--- src/source/packet_capture_pkg.sv ---
// Packet capture shared definitions
package packet_capture_pkg;

    // --------------------------------------------------
    // Widths
    // --------------------------------------------------
    localparam int WORD_WID     = 32;
    localparam int REG_ADDR_WID = 12;
    localparam int META_WID     = 16;
    localparam int SIZE_WID     = 16;

    typedef logic [WORD_WID-1:0]     word_t;
    typedef logic [REG_ADDR_WID-1:0] reg_addr_t;
    typedef logic [META_WID-1:0]     meta_t;
    typedef logic [SIZE_WID-1:0]     size_t;

    // --------------------------------------------------
    // Register map
    // --------------------------------------------------
    localparam reg_addr_t REG_CONTROL = 12'h000;
    localparam reg_addr_t REG_COMMAND = 12'h004;
    localparam reg_addr_t REG_STATUS  = 12'h008;
    localparam reg_addr_t REG_INFO    = 12'h00C;
    localparam reg_addr_t REG_META    = 12'h010;
    localparam reg_addr_t DATA_BASE   = 12'h800;

    // Status code field
    typedef logic [1:0] status_code_t;
    localparam status_code_t STATUS_CODE_RESET    = 2'd0;
    localparam status_code_t STATUS_CODE_DISABLED = 2'd1;
    localparam status_code_t STATUS_CODE_READY    = 2'd2;
    localparam status_code_t STATUS_CODE_BUSY     = 2'd3;

    // Command code field
    typedef logic command_code_t;
    localparam command_code_t COMMAND_CODE_NOP     = 1'b0;
    localparam command_code_t COMMAND_CODE_CAPTURE = 1'b1;

    // Capture sequencer states
    typedef enum logic [2:0] {
        RESET    = 3'd0,
        DISABLED = 3'd1,
        READY    = 3'd2,
        CAPTURE  = 3'd3,
        DONE     = 3'd4,
        ERROR    = 3'd5
    } capture_state_t;

endpackage
--- src/source/packet_capture.sv ---
// Packet capture subsystem
`timescale 1ns/1ns

module packet_capture import packet_capture_pkg::*; #(
    parameter int MEM_DEPTH = 64,
    parameter int CREDITS   = 4
) (
    input  logic       clk,
    input  logic       srst,
    input  logic       pkt_valid,
    input  logic       pkt_sop,
    input  logic       pkt_eop,
    input  word_t      pkt_data,
    input  logic [1:0] pkt_bytes,
    input  meta_t      pkt_meta,
    output logic       pkt_credit,
    input  logic       reg_wr,
    input  logic       reg_rd,
    input  reg_addr_t  reg_addr,
    input  word_t      reg_wdata,
    output word_t      reg_rdata,
    output logic       reg_rvalid,
    output logic       en
);

    localparam int ADDR_WID = $clog2(MEM_DEPTH);

    logic                enable;
    logic                command_wr;
    command_code_t       command_code;
    logic                status_rd;
    status_code_t        status_code;
    logic                status_done;
    logic                status_error;
    size_t               packet_bytes;
    meta_t               meta;

    logic                arm;
    logic                pkt_done;
    size_t               pkt_size;
    meta_t               pkt_meta_out;
    logic                pkt_overflow;

    logic                rd_en;
    logic [ADDR_WID-1:0] rd_addr;
    word_t               rd_data;
    logic                wr_en;
    logic [ADDR_WID-1:0] wr_addr;
    word_t               wr_data;
    logic                init_done;

    // Enable exported for downstream logic
    assign en = enable;

    // --------------------------------------------------
    // Control plane
    // --------------------------------------------------
    capture_regs #(.MEM_DEPTH(MEM_DEPTH)) i_capture_regs (
        .clk, .srst,
        .reg_wr, .reg_rd, .reg_addr, .reg_wdata, .reg_rdata, .reg_rvalid,
        .enable, .command_wr, .command_code, .status_rd,
        .status_code, .status_done, .status_error, .packet_bytes, .meta,
        .rd_en, .rd_addr, .rd_data
    );

    capture_fsm i_capture_fsm (
        .clk, .srst, .init_done,
        .enable, .command_wr, .command_code, .status_rd,
        .pkt_done, .pkt_size, .pkt_meta_out, .pkt_overflow,
        .arm, .status_code, .status_done, .status_error, .packet_bytes, .meta
    );

    // --------------------------------------------------
    // Data plane
    // --------------------------------------------------
    packet_writer #(.MEM_DEPTH(MEM_DEPTH), .CREDITS(CREDITS)) i_packet_writer (
        .clk, .srst,
        .pkt_valid, .pkt_data, .pkt_sop, .pkt_eop, .pkt_bytes, .pkt_meta, .pkt_credit,
        .arm, .pkt_done, .pkt_size, .pkt_meta_out, .pkt_overflow,
        .wr_en, .wr_addr, .wr_data
    );

    packet_ram #(.MEM_DEPTH(MEM_DEPTH)) i_packet_ram (
        .clk, .srst,
        .wr_en, .wr_addr, .wr_data,
        .rd_en, .rd_addr, .rd_data,
        .init_done
    );

endmodule

--- src/source/capture_regs.sv ---
// Capture register block
`timescale 1ns/1ns

module capture_regs import packet_capture_pkg::*; #(
    parameter int MEM_DEPTH = 64,
    localparam int ADDR_WID = $clog2(MEM_DEPTH)
) (
    input  logic                clk,
    input  logic                srst,
    input  logic                reg_wr,
    input  logic                reg_rd,
    input  reg_addr_t           reg_addr,
    input  word_t               reg_wdata,
    output word_t               reg_rdata,
    output logic                reg_rvalid,
    output logic                enable,
    output logic                command_wr,
    output command_code_t       command_code,
    output logic                status_rd,
    input  status_code_t        status_code,
    input  logic                status_done,
    input  logic                status_error,
    input  size_t               packet_bytes,
    input  meta_t               meta,
    output logic                rd_en,
    output logic [ADDR_WID-1:0] rd_addr,
    input  word_t               rd_data
);

    localparam int MEM_BYTES = MEM_DEPTH * 4;

    command_code_t last_code;
    reg_addr_t     win_offset;
    logic          in_window;
    word_t         reg_value;

    logic          rd_pending;
    logic          rd_window;
    word_t         reg_value_q;

    // --------------------------------------------------
    // Write decode
    // --------------------------------------------------
    assign command_wr   = reg_wr && (reg_addr == REG_COMMAND);
    assign command_code = command_code_t'(reg_wdata[0]);

    always_ff @(posedge clk) begin
        if (srst) begin
            enable    <= 1'b0;
            last_code <= COMMAND_CODE_NOP;
        end else if (reg_wr) begin
            if (reg_addr == REG_CONTROL) begin
                enable <= reg_wdata[0];
            end
            if (reg_addr == REG_COMMAND) begin
                last_code <= command_code;
            end
        end
    end

    // --------------------------------------------------
    // Read decode
    // --------------------------------------------------
    assign status_rd  = reg_rd && (reg_addr == REG_STATUS);
    assign in_window  = (reg_addr >= DATA_BASE);
    assign win_offset = reg_addr - DATA_BASE;

    // Data window goes to the RAM read port
    assign rd_en   = reg_rd && in_window;
    assign rd_addr = win_offset[ADDR_WID+1:2];

    always_comb begin
        case (reg_addr)
            REG_CONTROL: reg_value = word_t'(enable);
            REG_COMMAND: reg_value = word_t'(last_code);
            REG_STATUS: begin
                reg_value = {packet_bytes, 10'h0, status_error, status_done,
                             2'b00, status_code};
            end
            REG_INFO:    reg_value = {8'h00, 8'(META_WID), 16'(MEM_BYTES)};
            REG_META:    reg_value = word_t'(meta);
            default:     reg_value = '0;
        endcase
    end

    // Stage one matches the RAM read latency
    always_ff @(posedge clk) begin
        if (srst) begin
            rd_pending <= 1'b0;
            rd_window  <= 1'b0;
        end else begin
            rd_pending <= reg_rd;
            rd_window  <= reg_rd && in_window;
        end
    end

    always_ff @(posedge clk) begin
        if (reg_rd) begin
            reg_value_q <= reg_value;
        end
    end

    // Stage two is the output register
    always_ff @(posedge clk) begin
        if (srst) begin
            reg_rvalid <= 1'b0;
        end else begin
            reg_rvalid <= rd_pending;
        end
    end

    always_ff @(posedge clk) begin
        if (rd_pending) begin
            reg_rdata <= rd_window ? rd_data : reg_value_q;
        end
    end

endmodule

--- src/source/capture_fsm.sv ---
// Capture sequencer
`timescale 1ns/1ns

module capture_fsm import packet_capture_pkg::*; (
    input  logic          clk,
    input  logic          srst,
    input  logic          init_done,
    input  logic          enable,
    input  logic          command_wr,
    input  command_code_t command_code,
    input  logic          status_rd,
    input  logic          pkt_done,
    input  size_t         pkt_size,
    input  meta_t         pkt_meta_out,
    input  logic          pkt_overflow,
    output logic          arm,
    output status_code_t  status_code,
    output logic          status_done,
    output logic          status_error,
    output size_t         packet_bytes,
    output meta_t         meta
);

    capture_state_t state;
    capture_state_t nxt_state;

    always_ff @(posedge clk) begin
        if (srst) begin
            state <= RESET;
        end else begin
            state <= nxt_state;
        end
    end

    always_comb begin
        nxt_state = state;
        case (state)
            RESET: begin
                if (init_done) nxt_state = DISABLED;
            end
            DISABLED: begin
                if (enable) nxt_state = READY;
            end
            READY: begin
                if (!enable) begin
                    nxt_state = DISABLED;
                end else if (command_wr) begin
                    nxt_state = (command_code == COMMAND_CODE_CAPTURE) ? CAPTURE : DONE;
                end
            end
            CAPTURE: begin
                if (pkt_done) nxt_state = pkt_overflow ? ERROR : DONE;
            end
            DONE, ERROR: nxt_state = READY;
            default:     nxt_state = RESET;
        endcase
    end

    assign arm = (state == CAPTURE);

    // --------------------------------------------------
    // Sticky flags where set wins over clear
    // --------------------------------------------------
    always_ff @(posedge clk) begin
        if (srst) begin
            status_done  <= 1'b0;
            status_error <= 1'b0;
        end else begin
            if (state == DONE) begin
                status_done <= 1'b1;
            end else if (command_wr || status_rd) begin
                status_done <= 1'b0;
            end
            if (state == ERROR) begin
                status_error <= 1'b1;
            end else if (command_wr || status_rd) begin
                status_error <= 1'b0;
            end
        end
    end

    // Size and metadata of the last capture
    always_ff @(posedge clk) begin
        if (srst) begin
            packet_bytes <= '0;
            meta         <= '0;
        end else if (pkt_done && state == CAPTURE) begin
            packet_bytes <= pkt_size;
            meta         <= pkt_meta_out;
        end
    end

    // Status code trails the state by one cycle
    always_ff @(posedge clk) begin
        if (srst) begin
            status_code <= STATUS_CODE_RESET;
        end else begin
            case (state)
                RESET:    status_code <= STATUS_CODE_RESET;
                DISABLED: status_code <= STATUS_CODE_DISABLED;
                CAPTURE:  status_code <= STATUS_CODE_BUSY;
                default:  status_code <= STATUS_CODE_READY;
            endcase
        end
    end

endmodule

--- src/source/packet_writer.sv ---
// Credit-based packet receiver
`timescale 1ns/1ns

module packet_writer import packet_capture_pkg::*; #(
    parameter int MEM_DEPTH = 64,
    parameter int CREDITS   = 4,
    localparam int ADDR_WID = $clog2(MEM_DEPTH)
) (
    input  logic                clk,
    input  logic                srst,
    input  logic                pkt_valid,
    input  word_t               pkt_data,
    input  logic                pkt_sop,
    input  logic                pkt_eop,
    input  logic [1:0]          pkt_bytes,
    input  meta_t               pkt_meta,
    output logic                pkt_credit,
    input  logic                arm,
    output logic                pkt_done,
    output size_t               pkt_size,
    output meta_t               pkt_meta_out,
    output logic                pkt_overflow,
    output logic                wr_en,
    output logic [ADDR_WID-1:0] wr_addr,
    output word_t               wr_data
);

    localparam int OWED_WID = $clog2(CREDITS + 1) + 1;

    logic [OWED_WID-1:0] owed;
    logic [OWED_WID-1:0] owed_eff;
    logic                send;

    logic                active;
    logic                held;
    logic                full;
    logic                overflow;
    logic [ADDR_WID-1:0] word_idx;
    size_t               byte_cnt;

    logic                accept;
    logic                first;
    logic                write_ok;
    logic [ADDR_WID-1:0] cur_addr;
    size_t               word_bytes;
    size_t               next_bytes;
    word_t               masked_data;

    // --------------------------------------------------
    // Credit return
    // --------------------------------------------------
    // Initial grant plus one credit per word taken and at most one per cycle
    assign owed_eff = owed + OWED_WID'(pkt_valid);
    assign send     = (owed_eff != '0);

    always_ff @(posedge clk) begin
        if (srst) begin
            owed       <= OWED_WID'(CREDITS);
            pkt_credit <= 1'b0;
        end else begin
            owed       <= owed_eff - OWED_WID'(send);
            pkt_credit <= send;
        end
    end

    // --------------------------------------------------
    // Packet capture datapath
    // --------------------------------------------------
    always_comb begin
        first      = pkt_sop && !active;
        accept     = arm && pkt_valid && (active || (first && !held));
        write_ok   = first || !full;
        cur_addr   = first ? '0 : word_idx;
        word_bytes = (pkt_eop && pkt_bytes != 2'd0) ? size_t'(pkt_bytes) : size_t'(4);
        next_bytes = (first ? '0 : byte_cnt) + (write_ok ? word_bytes : '0);
        // Zero the unused tail of the last word
        case (word_bytes)
            size_t'(1): masked_data = {pkt_data[31:24], 24'h0};
            size_t'(2): masked_data = {pkt_data[31:16], 16'h0};
            size_t'(3): masked_data = {pkt_data[31:8], 8'h0};
            default:    masked_data = pkt_data;
        endcase
    end

    always_ff @(posedge clk) begin
        if (srst) begin
            active   <= 1'b0;
            held     <= 1'b0;
            full     <= 1'b0;
            overflow <= 1'b0;
            wr_en    <= 1'b0;
            pkt_done <= 1'b0;
        end else begin
            wr_en    <= 1'b0;
            pkt_done <= 1'b0;
            if (!arm) begin
                active <= 1'b0;
                held   <= 1'b0;
            end else if (accept) begin
                if (write_ok) begin
                    wr_en    <= 1'b1;
                    word_idx <= cur_addr + 1'b1;
                    full     <= (cur_addr == ADDR_WID'(MEM_DEPTH - 1));
                end
                overflow <= !write_ok || (overflow && !first);
                byte_cnt <= next_bytes;
                if (pkt_eop) begin
                    pkt_done     <= 1'b1;
                    pkt_size     <= next_bytes;
                    pkt_meta_out <= pkt_meta;
                    pkt_overflow <= !write_ok || (overflow && !first);
                    active       <= 1'b0;
                    held         <= 1'b1;
                end else begin
                    active <= 1'b1;
                end
            end
        end
    end

    always_ff @(posedge clk) begin
        if (accept && write_ok) begin
            wr_addr <= cur_addr;
            wr_data <= masked_data;
        end
    end

endmodule

--- src/source/packet_ram.sv ---
// Capture RAM with clearing sweep
`timescale 1ns/1ns

module packet_ram import packet_capture_pkg::*; #(
    parameter int MEM_DEPTH = 64,
    localparam int ADDR_WID = $clog2(MEM_DEPTH)
) (
    input  logic                clk,
    input  logic                srst,
    input  logic                wr_en,
    input  logic [ADDR_WID-1:0] wr_addr,
    input  word_t               wr_data,
    input  logic                rd_en,
    input  logic [ADDR_WID-1:0] rd_addr,
    output word_t               rd_data,
    output logic                init_done
);

    word_t               mem [MEM_DEPTH];
    logic [ADDR_WID-1:0] init_addr;

    // Zero sweep of one word per cycle after reset
    always_ff @(posedge clk) begin
        if (srst) begin
            init_addr <= '0;
            init_done <= 1'b0;
        end else if (!init_done) begin
            init_addr <= init_addr + 1'b1;
            if (init_addr == ADDR_WID'(MEM_DEPTH - 1)) begin
                init_done <= 1'b1;
            end
        end
    end

    // Sweep owns the write port until init_done
    always_ff @(posedge clk) begin
        if (!srst && !init_done) begin
            mem[init_addr] <= '0;
        end else if (wr_en) begin
            mem[wr_addr] <= wr_data;
        end
    end

    always_ff @(posedge clk) begin
        if (rd_en) begin
            rd_data <= mem[rd_addr];
        end
    end

endmodule

--- config.mk ---
export PLATFORM = sky130hd
export DESIGN_NAME = packet_capture
export DESIGN_NICKNAME = d
export VERILOG_FILES = /design/src/source/packet_capture_pkg.sv /design/src/source/packet_capture.sv /design/src/source/capture_regs.sv /design/src/source/capture_fsm.sv /design/src/source/packet_writer.sv /design/src/source/packet_ram.sv
export SDC_FILE = /design/constraint.sdc
export NUM_CORES = 2
export LEC_CHECK = 0
export BUFFER_PORTS_ARGS = -buffer_cell sky130_fd_sc_hd__buf_2
export CAP_MARGIN = 15
export CORE_MARGIN = 1.5
export CORE_UTILIZATION = 33
export CTS_BUF_LIST = sky130_fd_sc_hd__clkbuf_4 sky130_fd_sc_hd__clkbuf_8
export DETAILED_ROUTE_END_ITERATION = 16
export SYNTH_ARGS = -nofsm -noshare
export SYNTH_HDL_FRONTEND = slang
export SYNTH_HIERARCHICAL = 1
export SYNTH_SLANG_ARGS = --single-unit
--- constraint.sdc ---
create_clock -name clk -period 5.8 [get_ports clk]
set_clock_uncertainty 0.1 [all_clocks]
set_input_delay 0.87 -clock clk [delete_from_list [all_inputs] [get_ports clk]]
set_output_delay 0.87 -clock clk [all_outputs]
set_load 0.03 [all_outputs]
Word level (Yosys, flattened, before mapping). Memory sizes are Yosys's and may differ from the RTL's. A register that Yosys moved wholly into a read port is not among the register bits. Index checks and enable logic that the tools add are counted.

Input bits: 101. Output and inout port bits: 35. Bits in writable memories: 2048. Word-level logic and storage cells: 133. Bits in registers: 219. Memories: 1.

Reductions and logical operators: 42. Muxes and demuxes: 32. Add/sub/neg operators: 6. Equality and inequality tests: 18. Bitwise operators: 3. Magnitude comparators: 1.

Memory list: i_packet_ram.mem (depth 64, width 32, read ports 1, clocked after memory_dff 1, wr ports 1, line packet_ram.sv:19) `word_t mem [MEM_DEPTH];`.

Operators with widths (number): 32-bit one-hot mux with 5 select lines (1); 24-bit one-hot mux with 3 select lines (1); 32-bit 2-to-1 mux (2); 16-bit by 2-bit equality test with 1-bit output, second input constant (2); 16-bit 2-to-1 mux (2); 32-bit OR reduction (1); 12-bit by 4-bit equality test with 1-bit output, second input constant (2); 3-bit 2-to-1 mux (7); 16-bit adder (1); 16-bit by 1-bit equality test with 1-bit output, second input constant (1); 1-bit 2-to-1 mux (15); 3-bit one-hot mux with 5 select lines (1); 6-bit by 1-bit adder with 6-bit output, second input constant (2); 12-bit by 3-bit equality test with 1-bit output, second input constant (1); 12-bit by 5-bit equality test with 1-bit output, second input constant (1); 6-bit equality test, second input constant (2); 12-bit >= comparator, second input constant (1); 1-bit logical AND (12); 12-bit logical NOT (1); 6-bit 2-to-1 mux (2); 4-bit AND reduction (3); 2-bit AND reduction (4); 8-bit by 1-bit subtractor with 8-bit output, second input constant (1); 1-bit logical NOT (7); 17 further kinds (29).

Depth between registers and ports, before layout.
Word-level depth: 7. Gate-level depth with buffers: 11. Depth with buffers taken out: 9.

Cells and area by module. Netlist, hierarchy kept.

By module, submodules not included: packet_ram (sequential area each 62600.0 um2, instances 1, area each 79348.6 um2, cells an instance 3478); packet_writer (sequential area each 3012.9 um2, instances 1, area each 4065.1 um2, cells an instance 264); capture_regs (sequential area each 2021.9 um2, instances 1, area each 2957.8 um2, cells an instance 180); capture_fsm (sequential area each 780.7 um2, instances 1, area each 1704.1 um2, cells an instance 183).

Worst setup path after synthesis. Ideal clock, no wire load.

Path type: input to register. From: input srst. To: memory i_packet_ram/mem[16][0] (netlist name) (enable). Buffers on the path: 3. Library setup time: 421 ps. Arrival time: 3412 ps. Stages on the path: 8. Required time: 5279 ps. Setup slack: 1867 ps. Cells stage by stage: clkbuf_1 o21a_1 buf_2 clkbuf_1 nand3b_1 nand2_1 nand2_1 nor2_1.

Longest elaborated chain between the ends: 6. Elaborated cells on any way between the ends: 9. Those cells by class: 6 x mux; 3 x reduce/logical.

Ends and longest elaborated chain: start, declared (line packet_capture.sv:9) `input logic srst,`; 1-bit logical NOT (*) (line packet_ram.sv:37) `if (!srst && !init_done) begin`; 1-bit logical AND (*) (line packet_ram.sv:37); 1-bit 2-to-1 mux (line packet_ram.sv:37); 1-bit 2-to-1 mux (not written as such) (line packet_ram.sv:40) `mem[wr_addr] <= wr_data;`; 32-bit OR reduction (no source line); 6-bit 2-to-1 mux (no source line) or 1-bit 2-to-1 mux (tied branches); end, declared (line packet_ram.sv:19).

Mark *: on every way between the ends. The rest lies on a longest branch, timed or not.

Worst setup path in the final report.
From: register i_packet_ram.init_done. To: memory i_packet_ram/mem[36][23] (netlist name) (enable).

Longest elaborated chain between the ends: 6. Elaborated cells on any way between the ends: 9. Those cells by class: 6 x mux; 3 x reduce/logical.

Ends and longest elaborated chain: start, declared (line packet_ram.sv:16) `output logic init_done`; start signal, assigned (line packet_ram.sv:26) `init_done <= 1'b0;`; start signal, assigned (line packet_ram.sv:30) `init_done <= 1'b1;`; 1-bit logical NOT (*) (line packet_ram.sv:37); 1-bit logical AND (*) (line packet_ram.sv:37); 1-bit 2-to-1 mux (line packet_ram.sv:37); 1-bit 2-to-1 mux (not written as such) (line packet_ram.sv:40); 32-bit OR reduction (no source line); 6-bit 2-to-1 mux (no source line) or 1-bit 2-to-1 mux (tied branches).

Marks and branches as above.

==> qor.txt <==
Critical Path RT -> 6.26 ns
leakage -> 27.4 nW
Port Buffer Count -> 104
final sum of negative setup slack -> 0 ns
wirelength, routed -> 238 mm
top_reg_cell synth -> sky130_fd_sc_hd__edfxtp_1
clk sinks -> 2299
number of instances resized during post-cts repair -> 0
area grow syn2layout -> 14.9%
drt wl/cell -> 28.4 um
via count -> 44400
drt first-iter violations -> 4983
hold crit path type -> input port to flip-flop
placeable core area -> 0.265 mm2
instance count of the mapped netlist -> 4105
overall die height -> 520 um
worst ir drop on vdd -> 220 uV
pin count of the biggest net entering global routing -> 111
Async S/R FF share, synth -> 0%
antenna violations before repair -> 19
cell type with the largest total area after synthesis -> sky130_fd_sc_hd__edfxtp_1
CTS Root Cell -> sky130_fd_sc_hd__clkbuf_8
Finished Core Util -> 38.2%
category of the worst setup path capture point -> flip-flop
highest fanout seen on the critical path -> 19
setup repair after global routing missed its margin -> false
number of nets with antenna violations after routing -> 0
area fraction of the dominant cell type after synthesis -> 76.3%
total count of max-transition violations in the final report -> 0
clock latency at the later pin of the worst-skew pair -> 0.95 ns
Horiz. Die Dim -> 520 um
run status -> complete, no violations
Routability Congestion -> 0.831
WHS -> 0.0989 ns
initial cell density of the core -> 33.2%
power density over the cells -> 321 mW/mm2
number of nets at the end of the flow -> 4682
Crit path arrival time -> 4.39 ns
TritonCTS clock tree -> done
Rows -> 189
fraction of layout cells with a size suffix above 1 -> 32.4%
post-detail-place hpwl -> 142 mm
total clock buffers created by CTS -> 351
fin cells -> 8396
startpoint-to-endpoint class of the critical path -> flip-flop to flip-flop
Setup crit start kind -> flip-flop
via count normalized by instance count -> 5.29
Post-Synthesis Cell Area -> 0.0881 mm2
Relative slew margins -> 12.9%
number of synthesized register bits -> 2299
post-detailed-route DRC marker count -> 0
DP Cell Count -> 7720
part of the cycle the worst path needs -> 67.8%
max-capacitance violation count -> 0
Clock Tree Buf Depth -> 4
Setup Viol. Count Final -> 0
number of iterations in the first detailed-routing pass -> 5
I/O pin count -> 136
die area -> 0.270 mm2
number of different library cells in the post-synthesis netlist -> 81
final-report hold violation count -> 0
slew of the pin with the lowest slew margin -> 1.31 ns
fraction of the yosys area taken by sequential cells -> 77.7%
total congestion overflow after global routing -> 0
post-route minimum period -> 3.93 ns
clock transition at the registers of the reported paths -> 0.07 ns
synthesized netlist net count -> 4216
wire length of the first global-routing pass -> 333 mm
Total GRT Usage -> 17.3%
number of enable flip-flop cells after synthesis -> 2237
number of global-route vias before repair -> 44900
H-tree depth reported by CTS -> 5
Post-Synthesis Mean Instance Area -> 21.5 um2
timing-limited maximum frequency -> 0.254 GHz
number of warnings printed during yosys synthesis -> 6
cell types with the largest area share after synthesis -> sky130_fd_sc_hd__edfxtp_1, sky130_fd_sc_hd__mux4_2, sky130_fd_sc_hd__dfxtp_1
==> cell usage after synthesis, types with 5 or more instances <==
cell type,instances
sky130_fd_sc_hd__edfxtp_1,2237
sky130_fd_sc_hd__mux4_2,494
sky130_fd_sc_hd__nand2_1,108
sky130_fd_sc_hd__and2_1,105
sky130_fd_sc_hd__nor2_1,105
sky130_fd_sc_hd__buf_2,100
sky130_fd_sc_hd__a22oi_1,86
sky130_fd_sc_hd__o22ai_1,74
sky130_fd_sc_hd__dfxtp_1,62
sky130_fd_sc_hd__clkbuf_1,60
sky130_fd_sc_hd__mux2i_1,56
sky130_fd_sc_hd__o221ai_1,50
sky130_fd_sc_hd__nand3_1,47
sky130_fd_sc_hd__nor2b_1,47
sky130_fd_sc_hd__and3_1,41
sky130_fd_sc_hd__buf_4,35
sky130_fd_sc_hd__a211oi_1,33
sky130_fd_sc_hd__mux2_2,33
sky130_fd_sc_hd__a21oi_2,31
sky130_fd_sc_hd__a221oi_1,30
sky130_fd_sc_hd__nand2_2,30
sky130_fd_sc_hd__nand2b_1,24
sky130_fd_sc_hd__a21oi_1,18
sky130_fd_sc_hd__buf_1,16
sky130_fd_sc_hd__nor3_1,16
sky130_fd_sc_hd__xor2_1,13
sky130_fd_sc_hd__buf_6,11
sky130_fd_sc_hd__o21ai_0,10
sky130_fd_sc_hd__ha_1,9
sky130_fd_sc_hd__inv_1,9
sky130_fd_sc_hd__o31ai_1,9
sky130_fd_sc_hd__a31oi_1,7
sky130_fd_sc_hd__nand3b_1,6
sky130_fd_sc_hd__xnor2_1,6
sky130_fd_sc_hd__and4_1,5
sky130_fd_sc_hd__or2_2,5
sky130_fd_sc_hd__or4_1,5
==> per-stage QoR <==
step / worst slack (ns) / total power [mW] / cell area, um2
after floorplan: 1.87 / 19.1 / 88100
after detailed placement: 1.39 / 19.6 / 94000
final: 1.87 / 32.5 / 101000
after global placement: 1.34 / 19.6 / 94000
after global routing: 1.72 / 33.5 / 101000
after CTS: 1.93 / 32.8 / 101000
==> cells in the final DEF, fill, tap and decap left out, types with 10 or more instances in the layout <==
| cell | instances |
|---|---|
| sky130_fd_sc_hd__mux2_2 | 33 |
| sky130_fd_sc_hd__nand2_2 | 30 |
| sky130_fd_sc_hd__clkinv_1 | 81 |
| sky130_fd_sc_hd__edfxtp_1 | 2237 |
| sky130_fd_sc_hd__nor2b_1 | 45 |
| sky130_fd_sc_hd__o221ai_1 | 50 |
| sky130_fd_sc_hd__and3_1 | 40 |
| sky130_fd_sc_hd__mux2i_1 | 56 |
| sky130_fd_sc_hd__and2_1 | 70 |
| sky130_fd_sc_hd__o21ai_0 | 10 |
| sky130_fd_sc_hd__a211oi_1 | 33 |
| sky130_fd_sc_hd__buf_12 | 14 |
| sky130_fd_sc_hd__nand2_1 | 108 |
| sky130_fd_sc_hd__nand2b_1 | 24 |
| sky130_fd_sc_hd__clkbuf_8 | 373 |
| sky130_fd_sc_hd__a21oi_2 | 31 |
| sky130_fd_sc_hd__and2_2 | 34 |
| sky130_fd_sc_hd__xor2_1 | 13 |
| sky130_fd_sc_hd__buf_2 | 101 |
| sky130_fd_sc_hd__diode_2 | 25 |
| sky130_fd_sc_hd__nor2_1 | 39 |
| sky130_fd_sc_hd__mux4_2 | 494 |
| sky130_fd_sc_hd__a221oi_1 | 30 |
| sky130_fd_sc_hd__clkbuf_4 | 111 |
| sky130_fd_sc_hd__dlygate4sd3_1 | 24 |
| sky130_fd_sc_hd__a22oi_1 | 86 |
| sky130_fd_sc_hd__a21oi_1 | 18 |
| sky130_fd_sc_hd__dfxtp_1 | 62 |
| sky130_fd_sc_hd__nor2_4 | 65 |
| sky130_fd_sc_hd__buf_4 | 197 |
| sky130_fd_sc_hd__nand3_1 | 47 |
| sky130_fd_sc_hd__nor3_1 | 16 |
| sky130_fd_sc_hd__o22ai_1 | 74 |
| sky130_fd_sc_hd__clkinv_2 | 34 |
==> power by group <==
group | switching, mW | internal [mW] | total (mW)
combinational | 0.751 | 0.411 | 1.16
clock | 6.24 | 7.01 | 13.3
sequential | 0.0477 | 18.1 | 18.1
total | 7.04 | 25.5 | 32.5
==> per-layer routing <==
| layer | share of wire (%) | wire length [um] | up-vias | global-route usage [%] |
|---|---|---|---|---|
| met4 | 3.1 | 7280 | 14 | 5.39 |
| met3 | 9.8 | 23400 | 391 | 4.97 |
| li1 | - | - | 18200 | - |
| met5 | 0.035 | 83 | - | 0 |
| met1 | 40 | 94600 | 23800 | 22.8 |
| met2 | 47 | 113000 | 2001 | 27.5 |
==> critical path, cell delays in order (launching register included) <==
cell                      delay [ns]
sky130_fd_sc_hd__dfxtp_1        0.57
sky130_fd_sc_hd__o21a_1         0.53
sky130_fd_sc_hd__nand3_1        0.18
sky130_fd_sc_hd__o21ai_0        0.14
sky130_fd_sc_hd__nand2_1        0.57
sky130_fd_sc_hd__nor2_4         0.98
sky130_fd_sc_hd__buf_4          0.46
==> path summary, 6_finish.rpt <==
| check | slack, ns | cells past startpoint | to | startpoint |
|---|---|---|---|---|
| setup / recovery | 1.87 | 6 | i_packet_ram/mem[36][23]$_DFFE_PP_ | i_packet_ram/init_done$_SDFF_PP0_ |
| hold reg to reg | 0.36 | 2 | i_capture_fsm/meta[12]$_SDFFE_PP0P_ | i_capture_fsm/meta[12]$_SDFFE_PP0P_ |
| setup reg to reg | 1.87 | 6 | i_packet_ram/mem[36][23]$_DFFE_PP_ | i_packet_ram/init_done$_SDFF_PP0_ |
| hold / removal | 0.1 | 2 | i_packet_writer/wr_data[1]$_DFFE_PP_ | pkt_data[1] |
==> final cells by class <==
class                           instances  area, um2
Antenna cell                           25       62.6
Tap cell                             3533       4420
Multi-Input combinational cell       1570      18900
Clock inverter                        136        843
Inverter                                9       33.8
Sequential cell                      2299      68400
Timing Repair Buffer                  340       2580
Fill cell                           24000     164000
Clock buffer                          484       5970
==> state kept, by name (all words and copies together) (netlist names), 2 cells and up <==
signal and count:
i_capture_fsm/meta 16, i_capture_fsm/packet_bytes 16, i_capture_fsm/state 3, i_capture_fsm/status_code 2, i_capture_regs/reg_rdata 32, i_capture_regs/reg_value_q 32, i_packet_ram/init_addr 6, i_packet_ram/mem 2048
i_packet_ram/rd_data 32, i_packet_writer/byte_cnt 16, i_packet_writer/owed 4, i_packet_writer/pkt_meta_out 16, i_packet_writer/pkt_size 16, i_packet_writer/word_idx 6, i_packet_writer/wr_addr 6, i_packet_writer/wr_data 32
==> cells by family after synthesis <==
logic type,count (synthesis),share of synthesized area [%]
buffers and inverters,236,1.47
xor gates and xnor gates,19,0.189
muxes,586,13.7
adders and majority gates,10,0.151
and+or+nand+nor,573,3.50
DFF,2299,77.7
AOI/OAI and AO/OA,382,3.29
==> repair_timing <==
action | in CTS | in global routing
hold endpoints to repair | 24 | 0
buffers inserted | 0 | 0
hold buffers | 24 | 0
Power figures use the tool's default switching activity.
